==> src/mac_kbd_macros.svh <==
`ifndef MAC_KBD_MACROS_SVH
`define MAC_KBD_MACROS_SVH

// Pace timer
`define MAC_KBD_PACE_W 14
`define MAC_KBD_TICK_SHORT 14'd4095
`define MAC_KBD_TICK_LONG {`MAC_KBD_PACE_W{1'b1}}

// Reply bytes
`define MAC_KBD_NULL_CODE 8'h7b
`define MAC_KBD_KEYPAD_PREFIX 8'h79
`define MAC_KBD_MODEL_REPLY 8'h03
`define MAC_KBD_TEST_REPLY 8'h7d

`define MAC_KBD_CAPS_SCANCODE 8'h58

`endif

==> src/mac_kbd_pkg.sv <==
`default_nettype none

package mac_kbd_pkg;

	// Host command bytes
	typedef enum logic [7:0] {
		CMD_NONE    = 8'h00,
		CMD_INQUIRY = 8'h10,
		CMD_INSTANT = 8'h14,
		CMD_MODEL   = 8'h16,
		CMD_TEST    = 8'h36
	} mac_cmd_e;

	typedef struct packed {
		logic       extended;
		logic [7:0] scancode;
	} ps2_addr_t;

	typedef struct packed {
		logic       keypad; // Needs the prefix byte
		logic       unused; // Release flag slot once queued
		logic [6:0] key;
	} mac_code_t;

endpackage

`default_nettype wire

==> src/key_event_if.sv <==
`timescale 1ns/100ps
`default_nettype none

// A pop with prefix high clears prefix only, otherwise it clears pending.
// A pop while pending is low is a null reply and leaves the queue alone.
// After a model or test reply the responder pops once per owed byte,
// so a queued keypad key is flushed over two back-to-back cycles.
interface key_event_if;
	logic       pending;
	logic       prefix;
	logic [7:0] mac_byte; // Release flag in bit 7
	logic       pop;

	modport capture (output pending, output prefix, output mac_byte, input pop);
	modport responder (input pending, input prefix, input mac_byte, output pop);
endinterface

`default_nettype wire

==> src/scancode_map.sv <==
`timescale 1ns/100ps
`default_nettype none
`include "mac_kbd_macros.svh"

module scancode_map import mac_kbd_pkg::*; (
	input  wire            clk,
	input  wire ps2_addr_t ps2_key_addr,
	output mac_code_t      mac_code
);

	ps2_addr_t  addr_q;
	logic [8:0] entry;

	always_ff @(posedge clk) begin
		addr_q <= ps2_key_addr;
	end

	always_comb begin
		case (addr_q)
			9'h01c: entry = 9'h001; // a
			9'h032: entry = 9'h017;
			9'h021: entry = 9'h011;
			9'h023: entry = 9'h005;
			9'h024: entry = 9'h01d;
			9'h02b: entry = 9'h007;
			9'h034: entry = 9'h00b;
			9'h033: entry = 9'h009;
			9'h043: entry = 9'h045;
			9'h03b: entry = 9'h04d;
			9'h042: entry = 9'h051;
			9'h04b: entry = 9'h04b;
			9'h03a: entry = 9'h05d;
			9'h031: entry = 9'h05b;
			9'h044: entry = 9'h03f;
			9'h04d: entry = 9'h047;
			9'h015: entry = 9'h019;
			9'h02d: entry = 9'h01f;
			9'h01b: entry = 9'h003;
			9'h02c: entry = 9'h023;
			9'h03c: entry = 9'h041;
			9'h02a: entry = 9'h013;
			9'h01d: entry = 9'h01b;
			9'h022: entry = 9'h00f;
			9'h035: entry = 9'h021;
			9'h01a: entry = 9'h00d; // z
			9'h045: entry = 9'h03b; // 0
			9'h016: entry = 9'h025;
			9'h01e: entry = 9'h027;
			9'h026: entry = 9'h029;
			9'h025: entry = 9'h02b;
			9'h02e: entry = 9'h02f;
			9'h036: entry = 9'h02d;
			9'h03d: entry = 9'h035;
			9'h03e: entry = 9'h039;
			9'h046: entry = 9'h033; // 9
			9'h029: entry = 9'h063; // Space
			9'h05a: entry = 9'h049; // Enter
			9'h066: entry = 9'h067; // Backspace
			9'h00d: entry = 9'h061; // Tab
			9'h012: entry = 9'h071; // Left shift
			9'h059: entry = 9'h071; // Right shift
			9'h011: entry = 9'h06f; // Left alt as command
			9'h111: entry = 9'h06f; // Right alt as command
			9'h058: entry = 9'h073; // Capslock
			9'h070: entry = 9'h125; // KP 0
			9'h069: entry = 9'h127; // KP 1
			9'h072: entry = 9'h129;
			9'h07a: entry = 9'h12b;
			9'h06b: entry = 9'h12d;
			9'h073: entry = 9'h12f;
			9'h074: entry = 9'h131;
			9'h06c: entry = 9'h133;
			9'h075: entry = 9'h137;
			9'h07d: entry = 9'h139; // KP 9
			9'h071: entry = 9'h103; // KP .
			9'h079: entry = 9'h10d; // KP +
			9'h07b: entry = 9'h11d; // KP -
			9'h07c: entry = 9'h105; // KP *
			9'h14a: entry = 9'h11b; // KP /
			9'h15a: entry = 9'h119; // KP enter
			9'h16b: entry = 9'h10d; // Arrow left
			9'h174: entry = 9'h105; // Arrow right
			9'h175: entry = 9'h11b; // Arrow up
			9'h172: entry = 9'h111; // Arrow down
			default: entry = {1'b0, `MAC_KBD_NULL_CODE};
		endcase
	end

	assign mac_code = entry;

endmodule

`default_nettype wire

==> src/key_capture.sv <==
`timescale 1ns/100ps
`default_nettype none
`include "mac_kbd_macros.svh"

module key_capture import mac_kbd_pkg::*; (
	input  wire            clk,
	input  wire            reset,
	input  wire     [10:0] ps2_key,
	input  wire mac_code_t mac_code,
	output ps2_addr_t      ps2_key_addr,
	output logic           capslock,
	key_event_if.capture   key
);

	logic stb_q;
	logic toggle_q;
	logic pressed;
	logic extended;
	logic is_caps;

	assign pressed  = ps2_key[9];
	assign extended = ps2_key[8];
	assign is_caps  = !extended && ps2_key[7:0] == `MAC_KBD_CAPS_SCANCODE;

	assign ps2_key_addr = {extended, ps2_key[7:0]};

	// Toggle shows up once the table output matches the new address
	always_ff @(posedge clk or posedge reset) begin
		if (reset) begin
			stb_q    <= 1'b0;
			toggle_q <= 1'b0;
		end else begin
			stb_q    <= ps2_key[10];
			toggle_q <= ps2_key[10] != stb_q;
		end
	end

	always_ff @(posedge clk or posedge reset) begin
		if (reset) begin
			capslock <= 1'b0;
		end else if (toggle_q && is_caps && pressed) begin
			capslock <= ~capslock;
		end
	end

	always_ff @(posedge clk or posedge reset) begin
		if (reset) begin
			key.pending <= 1'b0;
			key.prefix  <= 1'b0;
		end else if (key.pop && key.pending) begin
			if (key.prefix) begin
				key.prefix <= 1'b0; // Prefix sent, code still owed
			end else begin
				key.pending <= 1'b0;
			end
		end else if (toggle_q && !key.pending && !(is_caps && capslock)) begin
			key.pending <= 1'b1;
			key.prefix  <= mac_code.keypad;
		end
	end

	always_ff @(posedge clk) begin
		if (toggle_q && !key.pending) begin
			key.mac_byte <= {~pressed, mac_code.key};
		end
	end

endmodule

`default_nettype wire

==> src/host_responder.sv <==
`timescale 1ns/100ps
`default_nettype none
`include "mac_kbd_macros.svh"

module host_responder import mac_kbd_pkg::*; (
	input  wire            clk,
	input  wire            reset,
	input  wire      [7:0] data_out,
	input  wire            strobe_out,
	output logic     [7:0] data_in,
	output logic           strobe_in,
	key_event_if.responder key
);

	mac_cmd_e                   cmd;
	logic [`MAC_KBD_PACE_W-1:0] pace;
	logic                       tick_short;
	logic                       tick_long;
	logic                       inquiry_active;
	logic                       fixed_reply;
	logic                       key_reply;
	logic                       flush_q;

	always_ff @(posedge clk or posedge reset) begin
		if (reset) begin
			cmd <= CMD_NONE;
		end else if (strobe_out) begin
			case (data_out)
				CMD_INQUIRY: cmd <= CMD_INQUIRY;
				CMD_INSTANT: cmd <= CMD_INSTANT;
				CMD_MODEL:   cmd <= CMD_MODEL;
				CMD_TEST:    cmd <= CMD_TEST;
				default:     cmd <= CMD_NONE;
			endcase
		end
	end

	always_ff @(posedge clk or posedge reset) begin
		if (reset) begin
			pace <= '0;
		end else if (strobe_out) begin
			pace <= `MAC_KBD_PACE_W'(1); // Strobe cycle counts as the first
		end else if (!tick_long) begin
			pace <= pace + 1'b1;
		end
	end

	assign tick_short = pace == `MAC_KBD_TICK_SHORT;
	assign tick_long  = pace == `MAC_KBD_TICK_LONG;

	// Inquiry waits for a key between the two ticks
	always_ff @(posedge clk or posedge reset) begin
		if (reset) begin
			inquiry_active <= 1'b0;
		end else if (strobe_out || strobe_in) begin
			inquiry_active <= 1'b0;
		end else if (tick_short) begin
			inquiry_active <= cmd == CMD_INQUIRY;
		end
	end

	assign fixed_reply = (cmd == CMD_MODEL || cmd == CMD_TEST) && tick_short;
	assign key_reply   = (cmd == CMD_INSTANT && tick_short) ||
		(inquiry_active && (key.pending || tick_long));
	assign strobe_in   = fixed_reply || key_reply;

	// Second pop for a keypad key caught by the flush
	always_ff @(posedge clk or posedge reset) begin
		if (reset) begin
			flush_q <= 1'b0;
		end else begin
			flush_q <= fixed_reply && key.pending && key.prefix;
		end
	end

	assign key.pop = strobe_in || (flush_q && key.pending);

	always_comb begin
		if (cmd == CMD_TEST) begin
			data_in = `MAC_KBD_TEST_REPLY;
		end else if (cmd == CMD_MODEL) begin
			data_in = `MAC_KBD_MODEL_REPLY;
		end else if (key.pending) begin
			data_in = key.prefix ? `MAC_KBD_KEYPAD_PREFIX : key.mac_byte;
		end else begin
			data_in = `MAC_KBD_NULL_CODE;
		end
	end

endmodule

`default_nettype wire

==> src/mac_kbd.sv <==
`timescale 1ns/100ps
`default_nettype none

module mac_kbd import mac_kbd_pkg::*; (
	input  wire        clk,
	input  wire        reset,

	input  wire [10:0] ps2_key,
	output wire        capslock,

	input  wire  [7:0] data_out,
	input  wire        strobe_out,
	output wire  [7:0] data_in,
	output wire        strobe_in
);

	ps2_addr_t key_addr;
	mac_code_t mac_code;

	key_event_if key_if ();

	scancode_map scancode_map_inst (
		.clk          (clk),
		.ps2_key_addr (key_addr),
		.mac_code     (mac_code)
	);

	key_capture key_capture_inst (
		.clk          (clk),
		.reset        (reset),
		.ps2_key      (ps2_key),
		.mac_code     (mac_code),
		.ps2_key_addr (key_addr),
		.capslock     (capslock),
		.key          (key_if.capture)
	);

	host_responder host_responder_inst (
		.clk        (clk),
		.reset      (reset),
		.data_out   (data_out),
		.strobe_out (strobe_out),
		.data_in    (data_in),
		.strobe_in  (strobe_in),
		.key        (key_if.responder)
	);

endmodule

`default_nettype wire

==> config.mk <==
export PLATFORM = sky130hd
export DESIGN_NAME = mac_kbd
export DESIGN_NICKNAME = d
export VERILOG_FILES = /design/src/mac_kbd_pkg.sv /design/src/key_event_if.sv /design/src/scancode_map.sv /design/src/key_capture.sv /design/src/host_responder.sv /design/src/mac_kbd.sv
export VERILOG_INCLUDE_DIRS = /design/src
export SDC_FILE = /design/constraint.sdc
export NUM_CORES = 1
export LEC_CHECK = 0
export BUFFER_PORTS_ARGS = -buffer_cell sky130_fd_sc_hd__buf_2
export CORE_AREA = 2 2 81 83
export DETAILED_ROUTE_END_ITERATION = 16
export DIE_AREA = 0 0 83 85
export PLACE_DENSITY = 0.76
export SLEW_MARGIN = 30
export SYNTH_ARGS = -nofsm -noshare
export SYNTH_HDL_FRONTEND = slang
export SYNTH_SLANG_ARGS = --single-unit
export TNS_END_PERCENT = 100
==> constraint.sdc <==
create_clock -name clk -period 2.33 [get_ports clk]
set_input_delay 0.699 -clock clk [delete_from_list [all_inputs] [get_ports clk]]
set_output_delay 0.699 -clock clk [all_outputs]
set_load 0.01 [all_outputs]
Word-level counts from Yosys, hierarchy flattened
Cells that the tools add are included.
- output and inout port bits: 10
- register bits after elaboration: 46
- input port bits: 22
- word-level logic and storage cells: 139
- bitwise logic cells: 2
- mux-type cells: 15
- add/sub/neg operators: 1
- eq/ne operators: 79
- reduce and logical (&&, ||, !) cells: 30
- operators by type and width (cell ; count):
    $pmux 9 s60 ; 1
    $eq 9x7->1 const B ; 25
    $eq 9x6->1 const B ; 23
    $eq 9x5->1 const B ; 9
    $eq 9x9->1 const B ; 7
    $eq 8x5->1 const B ; 6
    $mux 8 ; 4
    $mux 14 ; 2
    $pmux 6 s4 ; 1
    $eq 8x6->1 const B ; 2
    $add 14x1->14 const B ; 1
    $eq 14x12->1 const B ; 1
    $eq 14x14->1 const B ; 1
    $logic_and 1x1->1 ; 13
    $reduce_or 2->1 ; 5
    $eq 9x4->1 const B ; 1
    $eq 8x7->1 const B ; 1
    $mux 1 ; 7
    $logic_or 1x1->1 ; 6
    $ne 2x2->1 const B ; 2
    $reduce_bool 2->1 ; 2
    $logic_not 1->1 ; 3
    $not 1->1 ; 2
    $reduce_and 2->1 ; 1
    $ne 1x1->1 ; 1

Logic depth before layout (Yosys ltp)
- depth in word-level cells: 9
- gate-level depth with buffers: 9
- gate-level depth less buffers: 6

Cells and area by module
From an unflattened synthesis, not the netlist that was laid out.
- cells, all modules: 414
- area total of the unflattened synthesis: 3473.3 µm²
- modules (own cells, without submodules) (module ; sequential area each (µm²) ; times used ; area each (µm²) ; cells each):
    scancode_map ; 180.2 ; 1 ; 1717.9 ; 246
    host_responder ; 500.5 ; 1 ; 1192.4 ; 129
    key_capture ; 365.4 ; 1 ; 563.0 ; 39

Worst setup path before layout
No wires, ideal clock.
- kind: reg-to-output
- start: reg host_responder_inst.pace[2]
- end: out strobe_in
- path slack: 60 ps
- required time: 1631 ps
- data arrival time: 1571 ps
- path buffers: 1
- stages on the path, launching flop included: 7
- path through: dfrtp_1 and4_1 nand4_1 nor3_1 clkbuf_1 o21ai_0 nand2_1
- word-level cells in the longest chain between the ends: 5
- elaborated cells between the ends (all ways): 8
- classes of those cells: eq/ne (2); reduce/logical (6)
- ends and longest elaborated chain (item ; RTL line ; RTL):
    start: declaration ; host_responder.sv:16 ; logic [`MAC_KBD_PACE_W-1:0] pace;
    start signal: assignment ; host_responder.sv:42 ; pace <= `MAC_KBD_PACE_W'(1);
    start signal: assignment ; host_responder.sv:44 ; pace <= pace + 1'b1;
    $eq 14x14->1 (no source line) ; -- ;
    $logic_or 1x1->1 ; host_responder.sv:64 ; (inquiry_active && (key.pending || tick_long));
    $logic_and 1x1->1 ; host_responder.sv:64 ;
    $logic_or 1x1->1 ; host_responder.sv:63 ; assign key_reply = (cmd == CMD_INSTANT && tick_short) ||
    $logic_or 1x1->1 * ; host_responder.sv:65 ; assign strobe_in = fixed_reply || key_reply;
    end: declaration ; mac_kbd.sv:14 ; output wire strobe_in
Mark *: on every way between the ends. The rest lies on a longest branch, timed or not.

Final worst setup path
Same ends and word-level chain as after synthesis.

==> flow_metrics.env <==
export IMPL_cts_tree="built"
export IMPL_drt_iter0_drc=395
export IMPL_ys_ff_latch=41
export IMPL_antenna_found_initial=0
export IMPL_cp_top_family="simple AND/OR/NAND/NOR gates"
export IMPL_rows=29
export IMPL_hold_violations=0
export IMPL_grt_max_degree=26
export IMPL_finalCritPeriodShare=1.04
export IMPL_power_density_nw_per_um2=433
export IMPL_crit_buf_inv=2
export IMPL_die_y_um=85
export IMPL_syn_cell_area_um2=3280
export IMPL_fin_util=0.722
export IMPL_grt_use_total=0.328
export IMPL_fin_ws_ns=-0.0984
export IMPL_drv_cap=0
export IMPL_hpwl_um=8930
export IMPL_r2r_slack_ns=0.04
export IMPL_core_um2=6200
export IMPL_synthFlopType="dfrtp_1"
export IMPL_grt_first_pass_wirelength_um=18400
export IMPL_ys_warn_count=0
export IMPL_area_growth_pct=36.7
export IMPL_synthDistinctLibCells=79
export IMPL_timing_rr_end="key_capture_inst.key.mac_byte[1]$_DFFE_PP_"
export IMPL_whs_ns=0.438
export IMPL_placed_area_um2=4040
export IMPL_min_period_ns=2.43
export IMPL_relSlewSlack=0.632
export IMPL_nFillCells=469
export IMPL_die_x_um=83
export IMPL_regArea_um2=1030
export IMPL_clock_sinks=41
export IMPL_gp_congestion=1.02
export IMPL_worstSkewPairLatency_ns=0.29
export IMPL_wl_per_cell_um=19.9
export IMPL_path_clk_slew_ns=0.08
export IMPL_end_kind="output pin"
export IMPL_die_area_um2=7060
export IMPL_worst_slew_pin_slew_ns=0.547
export IMPL_crit_start="host_responder_inst.pace[2]$_DFFE_PP0P_"
export IMPL_cp_slowest_cell="dfrtp_1"
export IMPL_yosys_top_cells_area="dfrtp_1 (19%), edfxtp_1 (6.4%), dfxtp_1 (5.5%)"
export IMPL_netlist_instances=395
export IMPL_max_freq_mhz=412
export IMPL_worstRegToRegCells=8
export IMPL_antenna_cells=0
export IMPL_final_common_cell="buf_4"
export IMPL_finClkSkew_ns=0.00853
export IMPL_setup_violations_final=1
export IMPL_rr_startpoint="scancode_map_inst.addr_q[2]$_DFF_P_"
export IMPL_mostFrequentLayoutCells="buf_4 (103), nor2_1 (47), buf_2 (29)"
export IMPL_synth_yosys_seq_area_share=0.310
export IMPL_nNetsFinal=531
export IMPL_maxSlewViolCount=0
export IMPL_rsz0062_at_grt="yes"
export IMPL_synth_fp_nets=418
export IMPL_critPathLaunchType="flip-flop"
export IMPL_tns_ns=-0.0984
export IMPL_cts_hold_fix_buffers=0
export IMPL_drtAntennaViolNets=0
export IMPL_async_flop_share=0.610
export IMPL_leakage_nw=1.82
export IMPL_synth_edff_count=7
export IMPL_drtPass1Iterations=5
export IMPL_routed_wl_um=11700
export IMPL_multi_input_area_um2=2240
export IMPL_yosysTopAreaCell="dfrtp_1"
export IMPL_io_buffers=30
export IMPL_status="complete, but fails checks"
export IMPL_synth_top_area_share=0.191
export IMPL_cp_slowest_stage_delay_ns=0.36
export IMPL_grt_overflow_total=0
export IMPL_finalInstanceArea_um2=4480
export IMPL_synth_avg_cell_area_um2=8.30
export IMPL_crit_chain="and4_4 -> nand4_1 -> nor4_2 -> buf_4 -> o2111ai_4 -> nand2_2 -> buf_6"
export IMPL_htreeDepth=2
export IMPL_ir_drop_uv=513
export IMPL_start_util=0.528
export IMPL_pre_cts_slack_ns=-0.0349
export IMPL_hold_class="in -> async"
export IMPL_crit_type="reg -> out"
export IMPL_grt_pass1_vias=3664
export IMPL_clock_path_buffers=2
export IMPL_drc=0
export IMPL_cp_max_fo=2
export IMPL_required_ns=1.63
export IMPL_violations="negative setup slack"
export IMPL_ios=32
export IMPL_viasPerCell=6.37
export IMPL_cts_root_buffer="clkbuf_8"
export IMPL_cts_buffers=5
export IMPL_vias=3731
export IMPL_crit_arrival_ns=1.73
export IMPL_drive_above_1_share=0.379
==> stage by stage <==
stage	cells	power (W)
after floorplan	395	0.00109
after global placement	562	0.00130
after detailed placement	562	0.00131
after CTS	582	0.00191
after global routing	586	0.00202
final	586	0.00194
==> cells in the mapped netlist (10+ instances only) <==
| cell | count |
|---|---|
| a21oi_1 | 10 |
| buf_2 | 16 |
| dfrtp_1 | 25 |
| inv_1 | 12 |
| nand2_1 | 20 |
| nand2b_1 | 22 |
| nand3_1 | 14 |
| nor2_1 | 48 |
| nor3_1 | 19 |
| nor4_1 | 10 |
| o21ai_0 | 12 |
==> cell type report <==
class                           instances  share of cell area
Clock buffer                            6              0.0184
Tap cell                               77              0.0215
Multi-Input combinational cell        313               0.500
Clock inverter                          2             0.00810
Sequential cell                        41               0.230
Timing Repair Buffer                  135               0.213
Inverter                               12              0.0101
==> tightest hold or removal path, cell delays in order <==
cell	delay, ns
buf_2	0.10
inv_1	0.04
buf_4	0.30
==> sequential cells by signal, summed over array words and instances, names as in the netlist <==
name                                cells
host_responder_inst.inquiry_active      1
key_capture_inst.toggle_q               1
key_capture_inst.key.pending            1
host_responder_inst.pace               14
host_responder_inst.cmd                 4
key_capture_inst.key.prefix             1
key_capture_inst.capslock               1
key_capture_inst.stb_q                  1
host_responder_inst.flush_q             1
key_capture_inst.key.mac_byte           7
scancode_map_inst.addr_q                9
==> power by group <==
part           switching (W)  total, W  internal, W
combinational       0.000299  0.000536     0.000236
clock               0.000248  0.000597     0.000349
sequential         0.0000385  0.000808     0.000769
==> worst max-delay path by stage <==
stage,depth (start not counted),to,slack (ns)
floorplan,6,strobe_in,0.06
global placement,7,key_capture_inst.key.mac_byte[1]$_DFFE_PP_,-0.04
detailed placement,7,key_capture_inst.key.mac_byte[3]$_DFFE_PP_,-0.03
CTS,7,strobe_in,-0.09
global route,7,strobe_in,-0.17
finish,7,strobe_in,-0.1
==> cells by family after synthesis <==
family                     count (synthesis)  share of synthesized area
AOI/OAI and AO/OA                         83                      0.189
muxes                                      5                     0.0153
xor gates and xnor gates                  14                     0.0374
DFF                                       41                      0.310
adders and majority gates                  1                    0.00382
buffers and inverters                     41                     0.0599
and+or+nand+nor                          209                      0.384
other                                      1                    0.00114
==> timing repair <==
| item | 4_1_cts | 5_1_grt |
|---|---|---|
| buffers inserted | 12 | 4 |
| setup endpoints to repair | 6 | 10 |
| pin swaps | 11 | 10 |
| resized for setup | 15 | 34 |
| endpoints found under the hold margin | 0 | 0 |
==> routing by layer <==
layer,vias up,share of wire,GRT usage
met1,1764,0.42,0.443
met2,219,0.46,0.540
met4,0,0.032,0.115
met3,36,0.085,0.0486
met5,-,0,0
li1,1712,-,-
No activity file was read; power rests on OpenSTA's default activity.
